### src/hw/fds_pkg.sv
// Types, register map and disk image layout shared by the FDS disk RTL; imported by each module
`default_nettype none

package fds_pkg;

	typedef logic [7:0]  byte_t;          // CPU data bus
	typedef logic [15:0] cpu_addr_t;
	typedef logic [21:0] prg_addr_t;      // Cartridge memory address
	typedef logic [15:0] disk_pos_t;      // Head position within one side
	typedef logic [17:0] image_offset_t;  // Byte offset into the .fds image
	typedef logic [1:0]  side_t;

	// First byte of every block on the disk
	typedef enum logic [2:0] {
		BLK_NONE        = 3'd0,
		BLK_DISK_INFO   = 3'd1,
		BLK_FILE_AMOUNT = 3'd2,
		BLK_FILE_HEADER = 3'd3,
		BLK_FILE_DATA   = 3'd4
	} block_type_t;

	localparam cpu_addr_t REG_TIMER_LO     = 16'h4020;
	localparam cpu_addr_t REG_TIMER_HI     = 16'h4021;
	localparam cpu_addr_t REG_TIMER_CTRL   = 16'h4022;
	localparam cpu_addr_t REG_IO_ENABLE    = 16'h4023;
	localparam cpu_addr_t REG_DISK_CTRL    = 16'h4025;
	localparam cpu_addr_t REG_DISK_SIDE    = 16'h4027;
	localparam cpu_addr_t REG_STATUS       = 16'h4030;
	localparam cpu_addr_t REG_DISK_READ    = 16'h4031;
	localparam cpu_addr_t REG_DRIVE_STATUS = 16'h4032;
	localparam cpu_addr_t REG_EXT_INPUT    = 16'h4033;

	// Image layout, CRC bytes are not stored in the file
	localparam int SIDE_BYTES         = 65500;
	localparam int IMAGE_HEADER_BYTES = 16;

	localparam logic [3:0] IMAGE_BANK       = 4'b1111;  // Image at PRG $3C0000 and up
	localparam logic [3:0] WRAM_BANK_PREFIX = 4'b0001;  // Work RAM at PRG $08000

	// Last byte index of the fixed-length blocks
	localparam logic [15:0] DISK_INFO_LAST   = 16'h0037;
	localparam logic [15:0] FILE_AMOUNT_LAST = 16'h0001;
	localparam logic [15:0] FILE_HEADER_LAST = 16'h000F;

	// File size inside the file header
	localparam logic [15:0] FILE_SIZE_LO_IDX = 16'h000D;
	localparam logic [15:0] FILE_SIZE_HI_IDX = 16'h000E;

endpackage

`default_nettype wire

### src/hw/fds_block_tracker.sv
// Block tracker that finds where each disk block ends and gates head movement on CPU reads
`timescale 1ns/100ps
`default_nettype none

module fds_block_tracker (
	input  logic           clk,
	input  logic           diskreset,
	input  logic           ce,
	input  logic           transfer_start,
	input  logic           byte_ready,
	input  logic           disk_read,
	input  logic           read_done,
	input  fds_pkg::byte_t prg_dbus,
	output logic           head_advance
);
	import fds_pkg::*;

	block_type_t block_type;
	logic [15:0] file_size;
	logic [15:0] byte_cnt;   // Index within current block
	logic        new_byte;   // Byte pending under the head
	logic        block_end;
	logic        last_byte;

	assign head_advance = ce & read_done & new_byte & ~block_end;

	// The image omits CRCs, so block ends come from type and length
	always_comb begin
		case (block_type)
			BLK_DISK_INFO:   last_byte = (byte_cnt == DISK_INFO_LAST);
			BLK_FILE_AMOUNT: last_byte = (byte_cnt == FILE_AMOUNT_LAST);
			BLK_FILE_HEADER: last_byte = (byte_cnt == FILE_HEADER_LAST);
			BLK_FILE_DATA:   last_byte = (byte_cnt == file_size);
			default:         last_byte = 1'b0;
		endcase
	end

	always_ff @(posedge clk) begin
		if (diskreset) begin
			block_type <= BLK_NONE;
			file_size <= 16'd0;
			byte_cnt <= 16'd0;
			new_byte <= 1'b0;
			block_end <= 1'b0;
		end else if (ce) begin
			if (disk_read) begin
				if (byte_cnt == 16'd0) begin
					block_type <= block_type_t'(prg_dbus[2:0]);
				end
				if (block_type == BLK_FILE_HEADER) begin
					if (byte_cnt == FILE_SIZE_LO_IDX) file_size[7:0] <= prg_dbus;
					if (byte_cnt == FILE_SIZE_HI_IDX) file_size[15:8] <= prg_dbus;
				end
			end

			if (read_done && new_byte) begin
				new_byte <= 1'b0;
				byte_cnt <= byte_cnt + 16'd1;
				if (last_byte) begin
					block_end <= 1'b1;
				end
			end

			if (transfer_start) begin  // Next block begins
				block_type <= BLK_NONE;
				byte_cnt <= 16'd0;
				new_byte <= 1'b0;
				block_end <= 1'b0;
			end

			if (byte_ready) new_byte <= 1'b1;  // Fresh byte wins over a clear
		end
	end

	// One advance per byte delivered by the drive
	a_advance_needs_byte: assert property (@(posedge clk) disable iff (diskreset)
		head_advance && !byte_ready |=> !head_advance)
		else $error("head advanced twice for one byte");

endmodule

`default_nettype wire

### src/hw/fds_cpu_port.sv
// CPU side of the FDS disk logic: registers, timer IRQ, status reads and PRG address map
`timescale 1ns/100ps
`default_nettype none

module fds_cpu_port (
	input  logic               clk,
	input  logic               diskreset,
	input  logic               ce,
	input  logic               prg_read,
	input  logic               prg_write,
	input  logic               byte_ready,
	input  logic               disk_end,
	input  logic               pre_gap_done,
	input  fds_pkg::cpu_addr_t prg_ain,
	input  fds_pkg::byte_t     prg_din,
	input  fds_pkg::disk_pos_t disk_pos,
	output logic               motor_on,
	output logic               rewind,
	output logic               transfer_on,
	output logic               transfer_start,
	output logic               disk_read,
	output logic               read_done,
	output fds_pkg::byte_t     prg_dout,
	output logic               prg_bus_write,
	output logic               prg_allow,
	output logic               irq,
	output fds_pkg::prg_addr_t prg_aout
);
	import fds_pkg::*;

	logic [15:0]   timer_latch;
	logic [15:0]   timer;
	logic          timer_irq;
	logic          timer_en;
	logic          timer_repeat;
	logic          disk_reg_en;   // $4023 bit 0
	logic          disk_irq_en;
	logic          byte_flag;
	logic          read_4030;
	logic          read_4031;
	side_t         side;
	image_offset_t side_offset;
	image_offset_t rom_offset;
	logic          is_disk_addr;
	logic          prg_is_ram;
	logic [5:0]    prg_bank;
	logic          disk_ready;

	assign is_disk_addr = (prg_ain == REG_DISK_READ);
	assign disk_read = ce & prg_read & is_disk_addr;
	assign read_done = ce & read_4031;
	assign transfer_start = ce & prg_write & (prg_ain == REG_DISK_CTRL) & prg_din[6] & ~transfer_on;

	always_ff @(posedge clk) begin
		if (diskreset) begin
			timer_latch <= 16'd0;
			timer <= 16'd0;
			timer_irq <= 1'b0;
			timer_en <= 1'b0;
			timer_repeat <= 1'b0;
			disk_reg_en <= 1'b0;
			disk_irq_en <= 1'b0;
			motor_on <= 1'b0;
			rewind <= 1'b0;
			transfer_on <= 1'b0;
			byte_flag <= 1'b0;
			read_4030 <= 1'b0;
			read_4031 <= 1'b0;
			side <= '0;
		end else if (ce) begin
			if (timer_en) begin
				if (timer == 16'd0) begin
					timer_irq <= 1'b1;
					timer <= timer_latch;
					if (!timer_repeat) timer_en <= 1'b0;  // One-shot
				end else begin
					timer <= timer - 16'd1;
				end
			end

			if (prg_write) begin
				case (prg_ain)
					REG_TIMER_LO: timer_latch[7:0] <= prg_din;
					REG_TIMER_HI: timer_latch[15:8] <= prg_din;
					REG_TIMER_CTRL: begin
						timer_repeat <= prg_din[0];
						timer_en <= prg_din[1] & disk_reg_en;
						if (prg_din[1] && disk_reg_en) begin
							timer <= timer_latch;
						end else begin
							timer_irq <= 1'b0;
						end
					end
					REG_IO_ENABLE: begin
						disk_reg_en <= prg_din[0];
						if (!prg_din[0]) begin
							timer_en <= 1'b0;
							timer_irq <= 1'b0;
						end
					end
					REG_DISK_CTRL: begin
						motor_on <= prg_din[0];
						rewind <= prg_din[1];
						transfer_on <= prg_din[6];
						disk_irq_en <= prg_din[7];
						if (transfer_start) byte_flag <= 1'b0;
					end
					REG_DISK_SIDE: side <= prg_din[1:0];
					default: ;
				endcase
			end

			// Status read acknowledges both IRQ sources on the next ce
			read_4030 <= prg_read & (prg_ain == REG_STATUS);
			if (read_4030) begin
				timer_irq <= 1'b0;
				byte_flag <= 1'b0;
			end

			read_4031 <= prg_read & is_disk_addr;
			if (read_4031) byte_flag <= 1'b0;

			if (byte_ready) byte_flag <= 1'b1;
		end
	end

	assign disk_ready = motor_on & ~rewind & pre_gap_done & ~disk_end;

	always_comb begin
		prg_bus_write = 1'b1;
		case (prg_ain)
			REG_STATUS:       prg_dout = {byte_flag, disk_end, 5'd0, timer_irq};
			REG_DRIVE_STATUS: prg_dout = {4'h4, 2'b00, ~disk_ready, 1'b0};  // Disk always inserted
			REG_EXT_INPUT:    prg_dout = 8'b1000_0000;                       // Battery good
			default: begin
				prg_dout = 8'd0;
				prg_bus_write = 1'b0;
			end
		endcase
	end

	assign irq = timer_irq | (byte_flag & disk_irq_en);

	// 16 + 65500 * side
	assign side_offset = image_offset_t'(IMAGE_HEADER_BYTES)
		+ image_offset_t'(SIDE_BYTES) * image_offset_t'(side);
	assign rom_offset = side_offset + image_offset_t'(disk_pos);

	// $6000-$DFFF work RAM, $E000 and up BIOS at bank 0
	assign prg_is_ram = prg_ain[15] ^ (&prg_ain[14:13]);
	assign prg_bank = prg_is_ram ? {WRAM_BANK_PREFIX, prg_ain[14:13]} : 6'd0;
	assign prg_aout = is_disk_addr ? {IMAGE_BANK, rom_offset} : {3'b000, prg_bank, prg_ain[12:0]};
	assign prg_allow = ((prg_ain[15] | is_disk_addr) & ~prg_write) | prg_is_ram;

	a_start_is_pulse: assert property (@(posedge clk) disable iff (diskreset)
		transfer_start |=> !transfer_start)
		else $error("transfer_start held for two cycles");

endmodule

`default_nettype wire

### src/hw/fds_disk_drive.sv
// Disk drive model that times the pre-gap and each byte under the head and tracks head position
`timescale 1ns/100ps
`default_nettype none

module fds_disk_drive #(
	parameter logic [19:0] PRE_GAP_DELAY = 20'd65535,
	parameter logic [19:0] BYTE_DELAY    = 20'd99
) (
	input  logic               clk,
	input  logic               diskreset,
	input  logic               ce,
	input  logic               motor_on,
	input  logic               rewind,
	input  logic               transfer_on,
	input  logic               transfer_start,
	input  logic               head_advance,
	output logic               byte_ready,
	output logic               pre_gap_done,
	output logic               disk_end,
	output fds_pkg::disk_pos_t disk_pos
);
	import fds_pkg::*;

	localparam disk_pos_t LAST_POS = disk_pos_t'(SIDE_BYTES - 1);

	logic [19:0] transfer_cnt;  // ce pulses since last event
	logic        spinning;
	logic        byte_slot;

	assign spinning = motor_on & ~rewind;
	assign byte_slot = spinning & pre_gap_done & ~transfer_start & (transfer_cnt == BYTE_DELAY);

	// Byte passes the head, only seen while a transfer is on
	assign byte_ready = ce & byte_slot & transfer_on;

	assign disk_end = (disk_pos == LAST_POS);

	always_ff @(posedge clk) begin
		if (diskreset) begin
			transfer_cnt <= 20'd0;
			pre_gap_done <= 1'b0;
		end else if (ce) begin
			if (!motor_on) begin
				transfer_cnt <= 20'd0;  // Motor stopped
			end else if (rewind) begin
				transfer_cnt <= 20'd0;
				pre_gap_done <= 1'b0;
			end else if (!pre_gap_done) begin
				if (transfer_cnt == PRE_GAP_DELAY) begin
					pre_gap_done <= 1'b1;  // Head reached the first block
					transfer_cnt <= 20'd0;
				end else begin
					transfer_cnt <= transfer_cnt + 20'd1;
				end
			end else if (transfer_start) begin
				transfer_cnt <= 20'd0;  // Realign byte timing to the new transfer
			end else if (byte_slot) begin
				transfer_cnt <= 20'd0;
			end else begin
				transfer_cnt <= transfer_cnt + 20'd1;
			end
		end
	end

	// Head position
	always_ff @(posedge clk) begin
		if (diskreset) begin
			disk_pos <= '0;
		end else if (ce) begin
			if (rewind) begin
				disk_pos <= '0;
			end else if (head_advance && !disk_end) begin
				disk_pos <= disk_pos + disk_pos_t'(1);
			end
		end
	end

	a_pos_in_side: assert property (@(posedge clk) disable iff (diskreset)
		disk_pos <= LAST_POS)
		else $error("head position past end of side");

endmodule

`default_nettype wire

### src/hw/fds_disk_top.sv
// Top level of the FDS disk logic; joins drive, block tracker and CPU port and sets drive timing
`timescale 1ns/100ps
`default_nettype none

module fds_disk_top #(
	parameter logic [19:0] PRE_GAP_DELAY = 20'd65535,  // Shortened from about 525k CPU cycles
	parameter logic [19:0] BYTE_DELAY    = 20'd99      // Original drive needs 149
) (
	input  logic               clk,
	input  logic               diskreset,
	input  logic               ce,
	input  fds_pkg::cpu_addr_t prg_ain,
	input  logic               prg_read,
	input  logic               prg_write,
	input  fds_pkg::byte_t     prg_din,
	input  fds_pkg::byte_t     prg_dbus,
	output fds_pkg::byte_t     prg_dout,
	output logic               prg_bus_write,
	output fds_pkg::prg_addr_t prg_aout,
	output logic               prg_allow,
	output logic               irq
);
	import fds_pkg::*;

	logic      motor_on;
	logic      rewind;
	logic      transfer_on;
	logic      transfer_start;
	logic      byte_ready;
	logic      pre_gap_done;
	logic      disk_end;
	disk_pos_t disk_pos;
	logic      disk_read;
	logic      read_done;
	logic      head_advance;

	fds_disk_drive #(
		.PRE_GAP_DELAY (PRE_GAP_DELAY),
		.BYTE_DELAY    (BYTE_DELAY)
	) u_drive (
		.clk            (clk),
		.diskreset      (diskreset),
		.ce             (ce),
		.motor_on       (motor_on),
		.rewind         (rewind),
		.transfer_on    (transfer_on),
		.transfer_start (transfer_start),
		.head_advance   (head_advance),
		.byte_ready     (byte_ready),
		.pre_gap_done   (pre_gap_done),
		.disk_end       (disk_end),
		.disk_pos       (disk_pos)
	);

	fds_block_tracker u_tracker (
		.clk            (clk),
		.diskreset      (diskreset),
		.ce             (ce),
		.transfer_start (transfer_start),
		.byte_ready     (byte_ready),
		.disk_read      (disk_read),
		.read_done      (read_done),
		.prg_dbus       (prg_dbus),
		.head_advance   (head_advance)
	);

	fds_cpu_port u_cpu_port (
		.clk            (clk),
		.diskreset      (diskreset),
		.ce             (ce),
		.prg_read       (prg_read),
		.prg_write      (prg_write),
		.byte_ready     (byte_ready),
		.disk_end       (disk_end),
		.pre_gap_done   (pre_gap_done),
		.prg_ain        (prg_ain),
		.prg_din        (prg_din),
		.disk_pos       (disk_pos),
		.motor_on       (motor_on),
		.rewind         (rewind),
		.transfer_on    (transfer_on),
		.transfer_start (transfer_start),
		.disk_read      (disk_read),
		.read_done      (read_done),
		.prg_dout       (prg_dout),
		.prg_bus_write  (prg_bus_write),
		.prg_allow      (prg_allow),
		.irq            (irq),
		.prg_aout       (prg_aout)
	);

endmodule

`default_nettype wire

### config.mk
export PLATFORM = sky130hd
export DESIGN_NAME = fds_disk_top
export DESIGN_NICKNAME = d
export VERILOG_FILES = /design/src/hw/fds_pkg.sv /design/src/hw/fds_block_tracker.sv /design/src/hw/fds_cpu_port.sv /design/src/hw/fds_disk_drive.sv /design/src/hw/fds_disk_top.sv
export SDC_FILE = /design/constraint.sdc
export NUM_CORES = 1
export LEC_CHECK = 0
export BUFFER_PORTS_ARGS = -buffer_cell sky130_fd_sc_hd__buf_2
export CAP_MARGIN = 20
export CELL_PAD_IN_SITES_DETAIL_PLACEMENT = 0
export CELL_PAD_IN_SITES_GLOBAL_PLACEMENT = 1
export CORE_UTILIZATION = 35
export DETAILED_ROUTE_END_ITERATION = 6
export HOLD_SLACK_MARGIN = 0.12
export PLACE_DENSITY_LB_ADDON = 0.2
export SETUP_SLACK_MARGIN = 0.2
export SKIP_CTS_REPAIR_TIMING = 1
export SLEW_MARGIN = 10
export SYNTH_ARGS = -nofsm -noshare
export SYNTH_HDL_FRONTEND = slang
export SYNTH_SLANG_ARGS = --single-unit
### constraint.sdc
create_clock -name clk -period 3.2 [get_ports clk]
set_clock_uncertainty 0.05 [all_clocks]
set_input_delay 0.64 -clock clk [delete_from_list [all_inputs] [get_ports clk]]
set_output_delay 0.64 -clock clk [all_outputs]
set_load 0.01 [all_outputs]
==> impl_metrics.env, run 1 <==
export IMPL_outcome="finished with violations"
export IMPL_failed_checks="negative setup slack"
export IMPL_yosysMostFrequentCell="dfxtp_1"
export IMPL_area_growth_pct=25.64
export IMPL_grt_start_max_net_pins=34
export IMPL_nets=1088
export IMPL_powerDensity_nw_per_um2=386.3
export IMPL_numCtsBuffers=17
export IMPL_fin_ws_ps=-403.4
export IMPL_async_flop_share=0
export IMPL_clockBufferDepth=2
export IMPL_slew_headroom=0.5943
export IMPL_clkSlewWorstSetupHoldPaths_ps=60
export IMPL_yosys_cell_types_count=83
export IMPL_num_vias=6833
export IMPL_synthCells=909
export IMPL_crit_path_max_incr_delay_ps=370
export IMPL_hold_viol=0
export IMPL_drive_above_1_share=0.2250
export IMPL_fp_row_count=52
export IMPL_endpoint="prg_aout[11]"
export IMPL_min_period_ps=3603
export IMPL_synth_enable_flop_cells=0
export IMPL_synth_area_leaders="dfxtp_1 32%, ha_1 6.7%, mux2i_1 6.5%, nor2_1 5.6%, nand2_1 4.2%"
export IMPL_leakage_nw=3.842
export IMPL_fin_hold_ws_ps=400.6
export IMPL_grt_antenna_before_repair=0
export IMPL_min_path_cells=2
export IMPL_yosys_area_top_type_share=0.3205
export IMPL_insertion_delay_ps=420
export IMPL_cp_max_fo=3
export IMPL_wirelength_mm=20.89
export IMPL_grt_usage=0.1938
export IMPL_cp_common_cell="ha_4"
export IMPL_utilization=0.4556
export IMPL_n_antenna_cell=0
export IMPL_dp_hpwl_mm=15.07
export IMPL_io_buffer_count=65
export IMPL_route_detailed_drc=0
export IMPL_die_h_um=147.7
export IMPL_dp_cells=1251
export IMPL_setup_viol=11
export IMPL_synthTopCellsByCount="119 x dfxtp_1, 110 x nor2_1, 83 x nand2_1"
export IMPL_drv_cap=0
export IMPL_r2r_end="u_drive.transfer_cnt[12]"
export IMPL_core_area_um2=20490
export IMPL_r2r_start="u_drive.transfer_cnt[0]"
export IMPL_yosysWarnings=0
export IMPL_drt_vias_per_instance=5.289
export IMPL_wl_per_cell_um=16.17
export IMPL_grt_pass1_vias=6337
export IMPL_start_util=0.3626
export IMPL_peakVddDrop_mv=0.3873
export IMPL_endpoint_kind="primary output"
export IMPL_first_pass_iters=4
export IMPL_finalCritPeriodShare=1.126
export IMPL_max_freq_ghz=0.2775
export IMPL_final_antenna_net_count=0
export IMPL_syn_area_per_cell_um2=8.176
export IMPL_fin_tns_setup_ps=-3173
export IMPL_drt_iter0_drc=380
export IMPL_grt_pass1_wl_mm=33.64
export IMPL_h_tree_depth=4
export IMPL_die_area_um2=21820
export IMPL_slowest_stage="fa_2"
export IMPL_synth_seq_area_share=0.3205
export IMPL_cts_tree="done"
export IMPL_hp_class="flip-flop to flip-flop"
export IMPL_final_cells=1292
export IMPL_rsz0062_at_grt="yes"
export IMPL_synth_ff_type="dfxtp_1"
export IMPL_worstPathRequired_ps=2510
export IMPL_synth_top_area_cell="dfxtp_1"
export IMPL_synth_area_um2=7432
export IMPL_tightestPinTransition_ps=607.2
export IMPL_place_gp_congestion=0.8117
export IMPL_die_w_um=147.7
export IMPL_worstPathArrival_ps=2910
export IMPL_worst_setup_path_type="flip-flop to primary output"
export IMPL_r2r_cells=8
export IMPL_cts_num_sinks=119
export IMPL_io_pins=70
export IMPL_synth_seq_cells=119
export IMPL_root_buffer="clkbuf_16"
export IMPL_crit_chain="inv_2 > ha_4 > ha_4 > ha_4 > fa_2 > a211oi_2 > o21bai_1 > a21o_1 > a21oi_2 > nand4b_1 > o211ai_1 > buf_2"
export IMPL_worstSetupStartpointType="flip-flop"
export IMPL_overflow=0
export IMPL_nFillCells=2071
export IMPL_critPathLaunch="u_cpu_port.side[0]"
export IMPL_r2r_slack_ps=570
export IMPL_slew_violations=0
## final cells by class
| cell class | count | area, µm² | area share |
|---|---|---|---|
| clock buffers | 20 | 456.7 | 0.04891 |
| clock inverters | 11 | 148.9 | 0.01595 |
| inverters | 36 | 138.9 | 0.01487 |
| multi-input cells | 710 | 5062 | 0.5421 |
| flip-flops and latches | 119 | 2385 | 0.2554 |
| well taps | 270 | 337.8 | 0.03618 |
| repair buffers | 126 | 808.3 | 0.08656 |
## routing by layer
| layer | wire length, µm | GRT usage |
|---|---|---|
| met1 | 10550 | 0.2747 |
| met2 | 9470 | 0.3066 |
| met3 | 703 | 0.03580 |
| met4 | 165 | 0.03711 |
| met5 | 0 | 0 |
## metrics by stage
step | setup WS (ps) | total power [mW] | area (µm²)
after floorplan | 127.9 | 1.592 | 7527
after global placement | -16.87 | 1.668 | 8357
after detailed placement | -54.40 | 1.666 | 8357
after CTS | -516.2 | 3.656 | 8962
after global routing | -550.5 | 3.746 | 9338
final | -403.4 | 3.607 | 9338
## worst min-delay path by stage
stage                                from                          to  slack [ps]
2_1_floorplan   u_cpu_port.timer_latch[9]   u_cpu_port.timer_latch[9]         380
3_3_place_gp    u_cpu_port.timer_latch[9]   u_cpu_port.timer_latch[9]         390
3_5_place_dp   u_cpu_port.timer_latch[14]  u_cpu_port.timer_latch[14]         400
4_1_cts        u_cpu_port.timer_latch[14]  u_cpu_port.timer_latch[14]         400
5_1_grt                       prg_dbus[7]      u_tracker.file_size[7]         420
6_report       u_cpu_port.timer_latch[14]  u_cpu_port.timer_latch[14]         400
## state kept, by name (all words and copies together) (netlist names), 2 cells and up
name,flops
u_cpu_port.side,2
u_cpu_port.timer,16
u_cpu_port.timer_latch,16
u_drive.disk_pos,16
u_drive.transfer_cnt,20
u_tracker.block_type,3
u_tracker.byte_cnt,16
u_tracker.file_size,16
## power by group
group          total [mW]  switching, mW  internal, mW
clock network        1.97          0.709          1.26
registers            1.48     0.00000125          1.48
logic               0.154          0.102        0.0518
## cell families (layout without fill, tap and decap cells)
kind of cell               Yosys count  after routing  share of synthesized area
and+or+nand+nor                    388            388                     0.2670
AOI/OAI and AO/OA                  183            183                     0.1722
DFF                                119            119                     0.3205
buffers and inverters               83            193                    0.05017
muxes                               50             50                    0.06768
xor gates and xnor gates            44             44                    0.05185
adders and majority gates           41             41                    0.07003
other                                1              4                  0.0005046
## layout by cell type (no fill, tap or decap), types with 19 or more instances in the layout
cell type,Yosys,final
dfxtp_1,119,117
nor2_1,110,107
nand2_1,83,81
buf_2,7,66
buf_4,8,55
mux2i_1,48,48
nand3_1,39,38
inv_1,35,32
o21ai_1,22,25
a21oi_1,32,25
nor3_1,25,24
xor2_1,24,23
a21o_1,22,22
ha_1,40,22
nand4_1,20,20
xnor2_1,20,19
## worst max-delay path: cells and delay by family, from the launching register on
family / cells / cell delay [ps]
AO/OA/AOI/OAI: 5 / 850
flip-flops: 1 / 340
adder cells (fa/ha/maj): 4 / 980
AND/OR/NAND/NOR: 1 / 120
buffers and inverters: 2 / 210
Note: power is estimated with default switching activity, not from simulation.
==> run 2, diff against run 1 <==
BUFFER_PORTS_ARGS = -buffer_cell sky130_fd_sc_hd__clkbuf_2   (was -buffer_cell sky130_fd_sc_hd__buf_2)
==> impl_metrics.env, run 2 (synthesis results as in run 1) <==
export IMPL_io_buffer_count=65
export IMPL_hp_class="flip-flop to flip-flop"
export IMPL_regMostFlops="u_drive.transfer_cnt"
export IMPL_final_antenna_net_count=0
export IMPL_worstSetupStartpointType="flip-flop"
export IMPL_crit_buf_inv=5
export IMPL_finalCritPeriodShare=1.127
export IMPL_hold_viol=0
export IMPL_cts_tree="done"
export IMPL_grt_pass1_vias=6561
export IMPL_crit_path_max_incr_delay_ps=320
export IMPL_clockBufferDepth=2
export IMPL_worst_setup_path_type="flip-flop to primary output"
export IMPL_overflow=0
export IMPL_grt_start_max_net_pins=34
export IMPL_die_h_um=147.7
export IMPL_drive_above_1_share=0.2342
export IMPL_fp_row_count=52
export IMPL_leakage_nw=3.892
export IMPL_grt_usage=0.1956
export IMPL_powerDensity_nw_per_um2=373.9
export IMPL_area_growth_pct=27.22
export IMPL_dp_hpwl_mm=15.16
export IMPL_route_detailed_drc=0
export IMPL_cp_max_fo=8
export IMPL_final_common_cell="dfxtp_1"
export IMPL_dpl_cell_area_um2=8387
export IMPL_root_buffer="clkbuf_16"
export IMPL_clkSlewWorstSetupHoldPaths_ps=60
export IMPL_n_antenna_cell=0
export IMPL_setup_viol=11
export IMPL_clkPwrFrac=0.537
export IMPL_min_period_ps=3605
export IMPL_worstPathArrival_ps=2920
export IMPL_slew_violations=0
export IMPL_grt_pass1_wl_mm=34.18
export IMPL_num_vias=6855
export IMPL_combPwrFrac=0.044
export IMPL_drt_vias_per_instance=5.277
export IMPL_cts_num_sinks=119
export IMPL_first_pass_iters=5
export IMPL_power_frac_seq=0.419
export IMPL_max_freq_ghz=0.2774
export IMPL_fin_ws_ps=-405.2
export IMPL_start_util=0.3626
export IMPL_final_cell_mix="117 x dfxtp_1, 107 x nor2_1, 81 x nand2_1, 60 x buf_4, 54 x clkbuf_2"
export IMPL_design_area_um2=9455
export IMPL_outcome="finished with violations"
export IMPL_drt_iter0_drc=377
export IMPL_numCtsBuffers=17
export IMPL_h_tree_depth=4
export IMPL_failed_checks="negative setup slack"
export IMPL_sw_frac_of_total=0.2301
export IMPL_die_w_um=147.7
export IMPL_slowest_stage="dfxtp_2"
export IMPL_endpoint_kind="primary output"
export IMPL_insertion_delay_ps=410
export IMPL_worstPathRequired_ps=2510
export IMPL_fin_hold_ws_ps=400.0
export IMPL_grt_antenna_before_repair=0
export IMPL_crit_chain="inv_2 > ha_4 > clkinvlp_4 > buf_12 > ha_4 > ha_4 > and3_4 > o21a_1 > a21boi_1 > buf_4 > a21o_1 > a211o_1 > nand3_1 > buf_2"
export IMPL_intPower_mw=2.722
export IMPL_cp_top_family="compound AO/OA/AOI/OAI gates"
export IMPL_wl_per_cell_um=16.27
export IMPL_slew_headroom=0.6144
export IMPL_nets=1094
export IMPL_core_area_um2=20490
export IMPL_rsz0062_at_grt="yes"
export IMPL_tightestPinTransition_ps=578.3
export IMPL_peakVddDrop_mv=0.3824
export IMPL_wirelength_mm=21.14
export IMPL_power_mw=3.535
export IMPL_place_gp_congestion=0.8478
export IMPL_io_pins=70
export IMPL_die_area_um2=21820
export IMPL_cp_common_cell="ha_4"
export IMPL_switchingPower_mw=0.8135
export IMPL_drv_cap=0
export IMPL_largest_reg_flops=20
export IMPL_pre_cts_ws_ps=-93.26
==> run 2: cell count changes in the layout (fill, tap and decap cells not counted), sizes merged <==
cell,before,now
clkbuf,20,75
clkinv,5,6
buf,126,78
bufinv,3,2
==> run 2: layer usage <==
layer	global-route usage	routed length (µm)	vias up
met5	0	0	-
met4	0.04794	206	0
met3	0.03920	730	14
met2	0.3106	9615	125
met1	0.2705	10590	3212
li1	-	-	3504
==> run 2: cell type report <==
cell class	count	area [µm²]
clock inverter	11	123.9
sequential	119	2385
multi-input combinational	710	5144
timing repair buffer	132	865.8
tap	270	337.8
fill	2071	11040
inverter	36	138.9
clock buffer	21	460.4
==> run 2: worst min-delay path, delay by kind of cell, from the launching register on <==
kind,cells,cell delay (ps)
AND/OR/NAND/NOR,1,50
AO/OA/AOI/OAI,1,50
flip-flops,1,310
==> run 2: power groups by stage <==
stage / clock (mW) / sequential, mW / combinational, mW
after floorplan: 0 / 1.51 / 0.0782
after global placement: 0 / 1.51 / 0.156
after CTS: 1.96 / 1.48 / 0.155
after detailed placement: 0 / 1.51 / 0.155
final: 1.90 / 1.48 / 0.156
after global routing: 2.02 / 1.48 / 0.170
==> run 2: per-stage QoR <==
stage / cells / setup TNS, ps / util
floorplan: 912 / 0 / -
CTS: 1287 / -5004 / 0.4377
global placement: 1255 / -141.7 / 0.4092
detailed placement: 1255 / -357.1 / 0.4092
global route: 1299 / -4759 / 0.4614
finish: 1299 / -3169 / 0.4614
==> run 2: worst paths after layout <==
| check | start | end | slack, ps | depth (start not counted) |
|---|---|---|---|---|
| min reg2reg | u_cpu_port.timer_latch[14] | u_cpu_port.timer_latch[14] | 400 | 2 |
| max reg2reg | u_drive.transfer_cnt[0] | u_drive.transfer_cnt[11] | 560 | 8 |
| min | u_cpu_port.timer_latch[14] | u_cpu_port.timer_latch[14] | 400 | 2 |
| max | u_cpu_port.side[0] | prg_aout[15] | -410 | 14 |
==> run 3, diff against run 2 <==
SETUP_SLACK_MARGIN = 0.5   (was 0.2)
clock period = 3.95 ns   (was 3.2 ns; I/O delays follow)
==> impl_metrics.env, run 3 (synthesis results as in run 1) <==
export IMPL_outcome="complete, no violations"
export IMPL_route_detailed_drc=0
export IMPL_clockBufferDepth=2
export IMPL_seqCellArea_um2=2387
export IMPL_dp_hpwl_mm=14.78
export IMPL_overflow=0
export IMPL_peakVddDrop_mv=0.3226
export IMPL_r2r_cells=7
export IMPL_die_w_um=147.7
export IMPL_area_growth_pct=22.37
export IMPL_combPwrFrac=0.041
export IMPL_nFillCells=2063
export IMPL_insertion_delay_ps=420
export IMPL_fp_row_count=52
export IMPL_clkSlewWorstSetupHoldPaths_ps=60
export IMPL_n_antenna_cell=0
export IMPL_final_cells=1259
export IMPL_hold_path_end="u_cpu_port.timer_latch[9]"
export IMPL_switchingPower_mw=0.6359
export IMPL_power_frac_seq=0.408
export IMPL_first_pass_iters=5
export IMPL_worst_setup_path_type="flip-flop to primary output"
export IMPL_core_area_um2=20490
export IMPL_dp_cells=1216
export IMPL_cts_num_sinks=119
export IMPL_intPower_mw=2.304
export IMPL_setup_viol=0
export IMPL_rsz0062_at_grt="yes"
export IMPL_hp_class="flip-flop to flip-flop"
export IMPL_powerDensity_nw_per_um2=323.3
export IMPL_start_util=0.3626
export IMPL_root_buffer="clkbuf_16"
export IMPL_grt_usage=0.1912
export IMPL_wl_per_cell_um=16.46
export IMPL_die_h_um=147.7
export IMPL_regMostFlops="u_drive.transfer_cnt"
export IMPL_slew_violations=0
export IMPL_tightestPinTransition_ps=771.0
export IMPL_io_pins=70
export IMPL_worstHoldStart="u_cpu_port.timer_latch[9]"
export IMPL_utilization=0.4438
export IMPL_use_met1=0.2633
export IMPL_slew_headroom=0.4841
export IMPL_min_period_ps=3883
export IMPL_pre_cts_ws_ps=144.6
export IMPL_r2r_end="u_cpu_port.timer[7]"
export IMPL_worstPathArrival_ps=3040
export IMPL_cts_tree="done"
export IMPL_place_gp_congestion=0.8435
export IMPL_multi_input_area_um2=5079
export IMPL_final_cell_mix="117 x dfxtp_1, 107 x nor2_1, 80 x nand2_1, 55 x clkbuf_2, 48 x mux2i_1"
export IMPL_power_mw=2.940
export IMPL_fin_ws_ps=66.99
export IMPL_met3_usage=0.03549
export IMPL_die_area_um2=21820
export IMPL_max_freq_ghz=0.2575
export IMPL_final_common_cell="dfxtp_1"
export IMPL_drv_cap=0
export IMPL_met2_usage=0.3054
export IMPL_io_buffer_count=65
export IMPL_drt_iter0_drc=418
export IMPL_grt_pass1_vias=6299
export IMPL_r2r_slack_ps=1130
export IMPL_worstSetupStartpointType="flip-flop"
export IMPL_cp_max_fo=5
export IMPL_sw_frac_of_total=0.2163
export IMPL_grt_start_max_net_pins=34
export IMPL_worstPathRequired_ps=3110
export IMPL_wirelength_mm=20.72
export IMPL_nets=1055
export IMPL_clkPwrFrac=0.551
export IMPL_top_usage_layer="met2"
export IMPL_r2r_start="u_cpu_port.timer[5]"
export IMPL_endpoint_kind="primary output"
export IMPL_numCtsBuffers=17
export IMPL_h_tree_depth=4
export IMPL_min_path_cells=2
export IMPL_leakage_nw=3.680
export IMPL_largest_reg_flops=20
export IMPL_final_antenna_net_count=0
export IMPL_num_vias=6734
export IMPL_drive_above_1_share=0.1962
export IMPL_grt_pass1_wl_mm=32.98
export IMPL_drt_vias_per_instance=5.349
export IMPL_grt_antenna_before_repair=0
export IMPL_hold_viol=0
export IMPL_finalCritPeriodShare=0.9830
-- run 3: cell count changes in the layout (fill, tap and decap cells not counted), sizes merged --
cell / change
buf: -40
bufinv: +2
clkbuf: +2
clkinv: -2
clkinvlp: -2
-- run 3: worst max-delay path by stage --
stage	slack [ps]	cells after the start	start	end
finish	70	13	u_cpu_port.side[0]	prg_aout[13]
detailed placement	140	12	u_cpu_port.side[0]	prg_aout[17]
global route	-40	13	u_cpu_port.side[0]	prg_aout[13]
CTS	-300	12	u_cpu_port.side[0]	prg_aout[17]
floorplan	530	11	u_cpu_port.side[0]	prg_aout[17]
global placement	190	12	u_cpu_port.side[0]	prg_aout[17]
-- run 3: power by group through the flow --
stage | combinational, mW | sequential, mW | clock [mW]
final | 0.121 | 1.20 | 1.62
after global routing | 0.133 | 1.20 | 1.71
after CTS | 0.122 | 1.20 | 1.64
after detailed placement | 0.122 | 1.23 | 0
after global placement | 0.123 | 1.23 | 0
after floorplan | 0.0629 | 1.23 | 0
-- run 3: worst max-delay path, cell delays in order, from the launching register on --
cell and delay, ps:
dfxtp_4 370, inv_4 40, ha_4 230, ha_4 220
ha_4 170, fa_2 410, a211oi_2 260, o21ai_1 110
a21boi_2 190, buf_4 140, o21bai_1 70, xnor2_1 190
o21ai_1 70, buf_2 150
-- run 3: routing by layer --
| layer | share of wire | up-vias |
|---|---|---|
| met1 | 0.50 | 3188 |
| met5 | 0 | - |
| met4 | 0.010 | 0 |
| li1 | - | 3416 |
| met2 | 0.46 | 113 |
| met3 | 0.031 | 17 |
-- run 3: cell type report --
type / instances / area share
multi-input cells: 710 / 0.5584
clock buffers: 22 / 0.04994
repair buffers: 93 / 0.05929
inverters: 36 / 0.01623
well taps: 270 / 0.03714
clock inverters: 9 / 0.01651
flip-flops and latches: 119 / 0.2625
-- run 3: through the flow --
stage	setup TNS [ps]	instance area [µm²]	hold WS [ps]
5_1_grt	-76.40	9095	429.4
2_1_floorplan	0	7453	377.7
3_5_place_dp	0	8008	397.1
4_1_cts	-1799	8612	403.1
3_3_place_gp	0	8008	390.7
6_report	0	9095	401.4
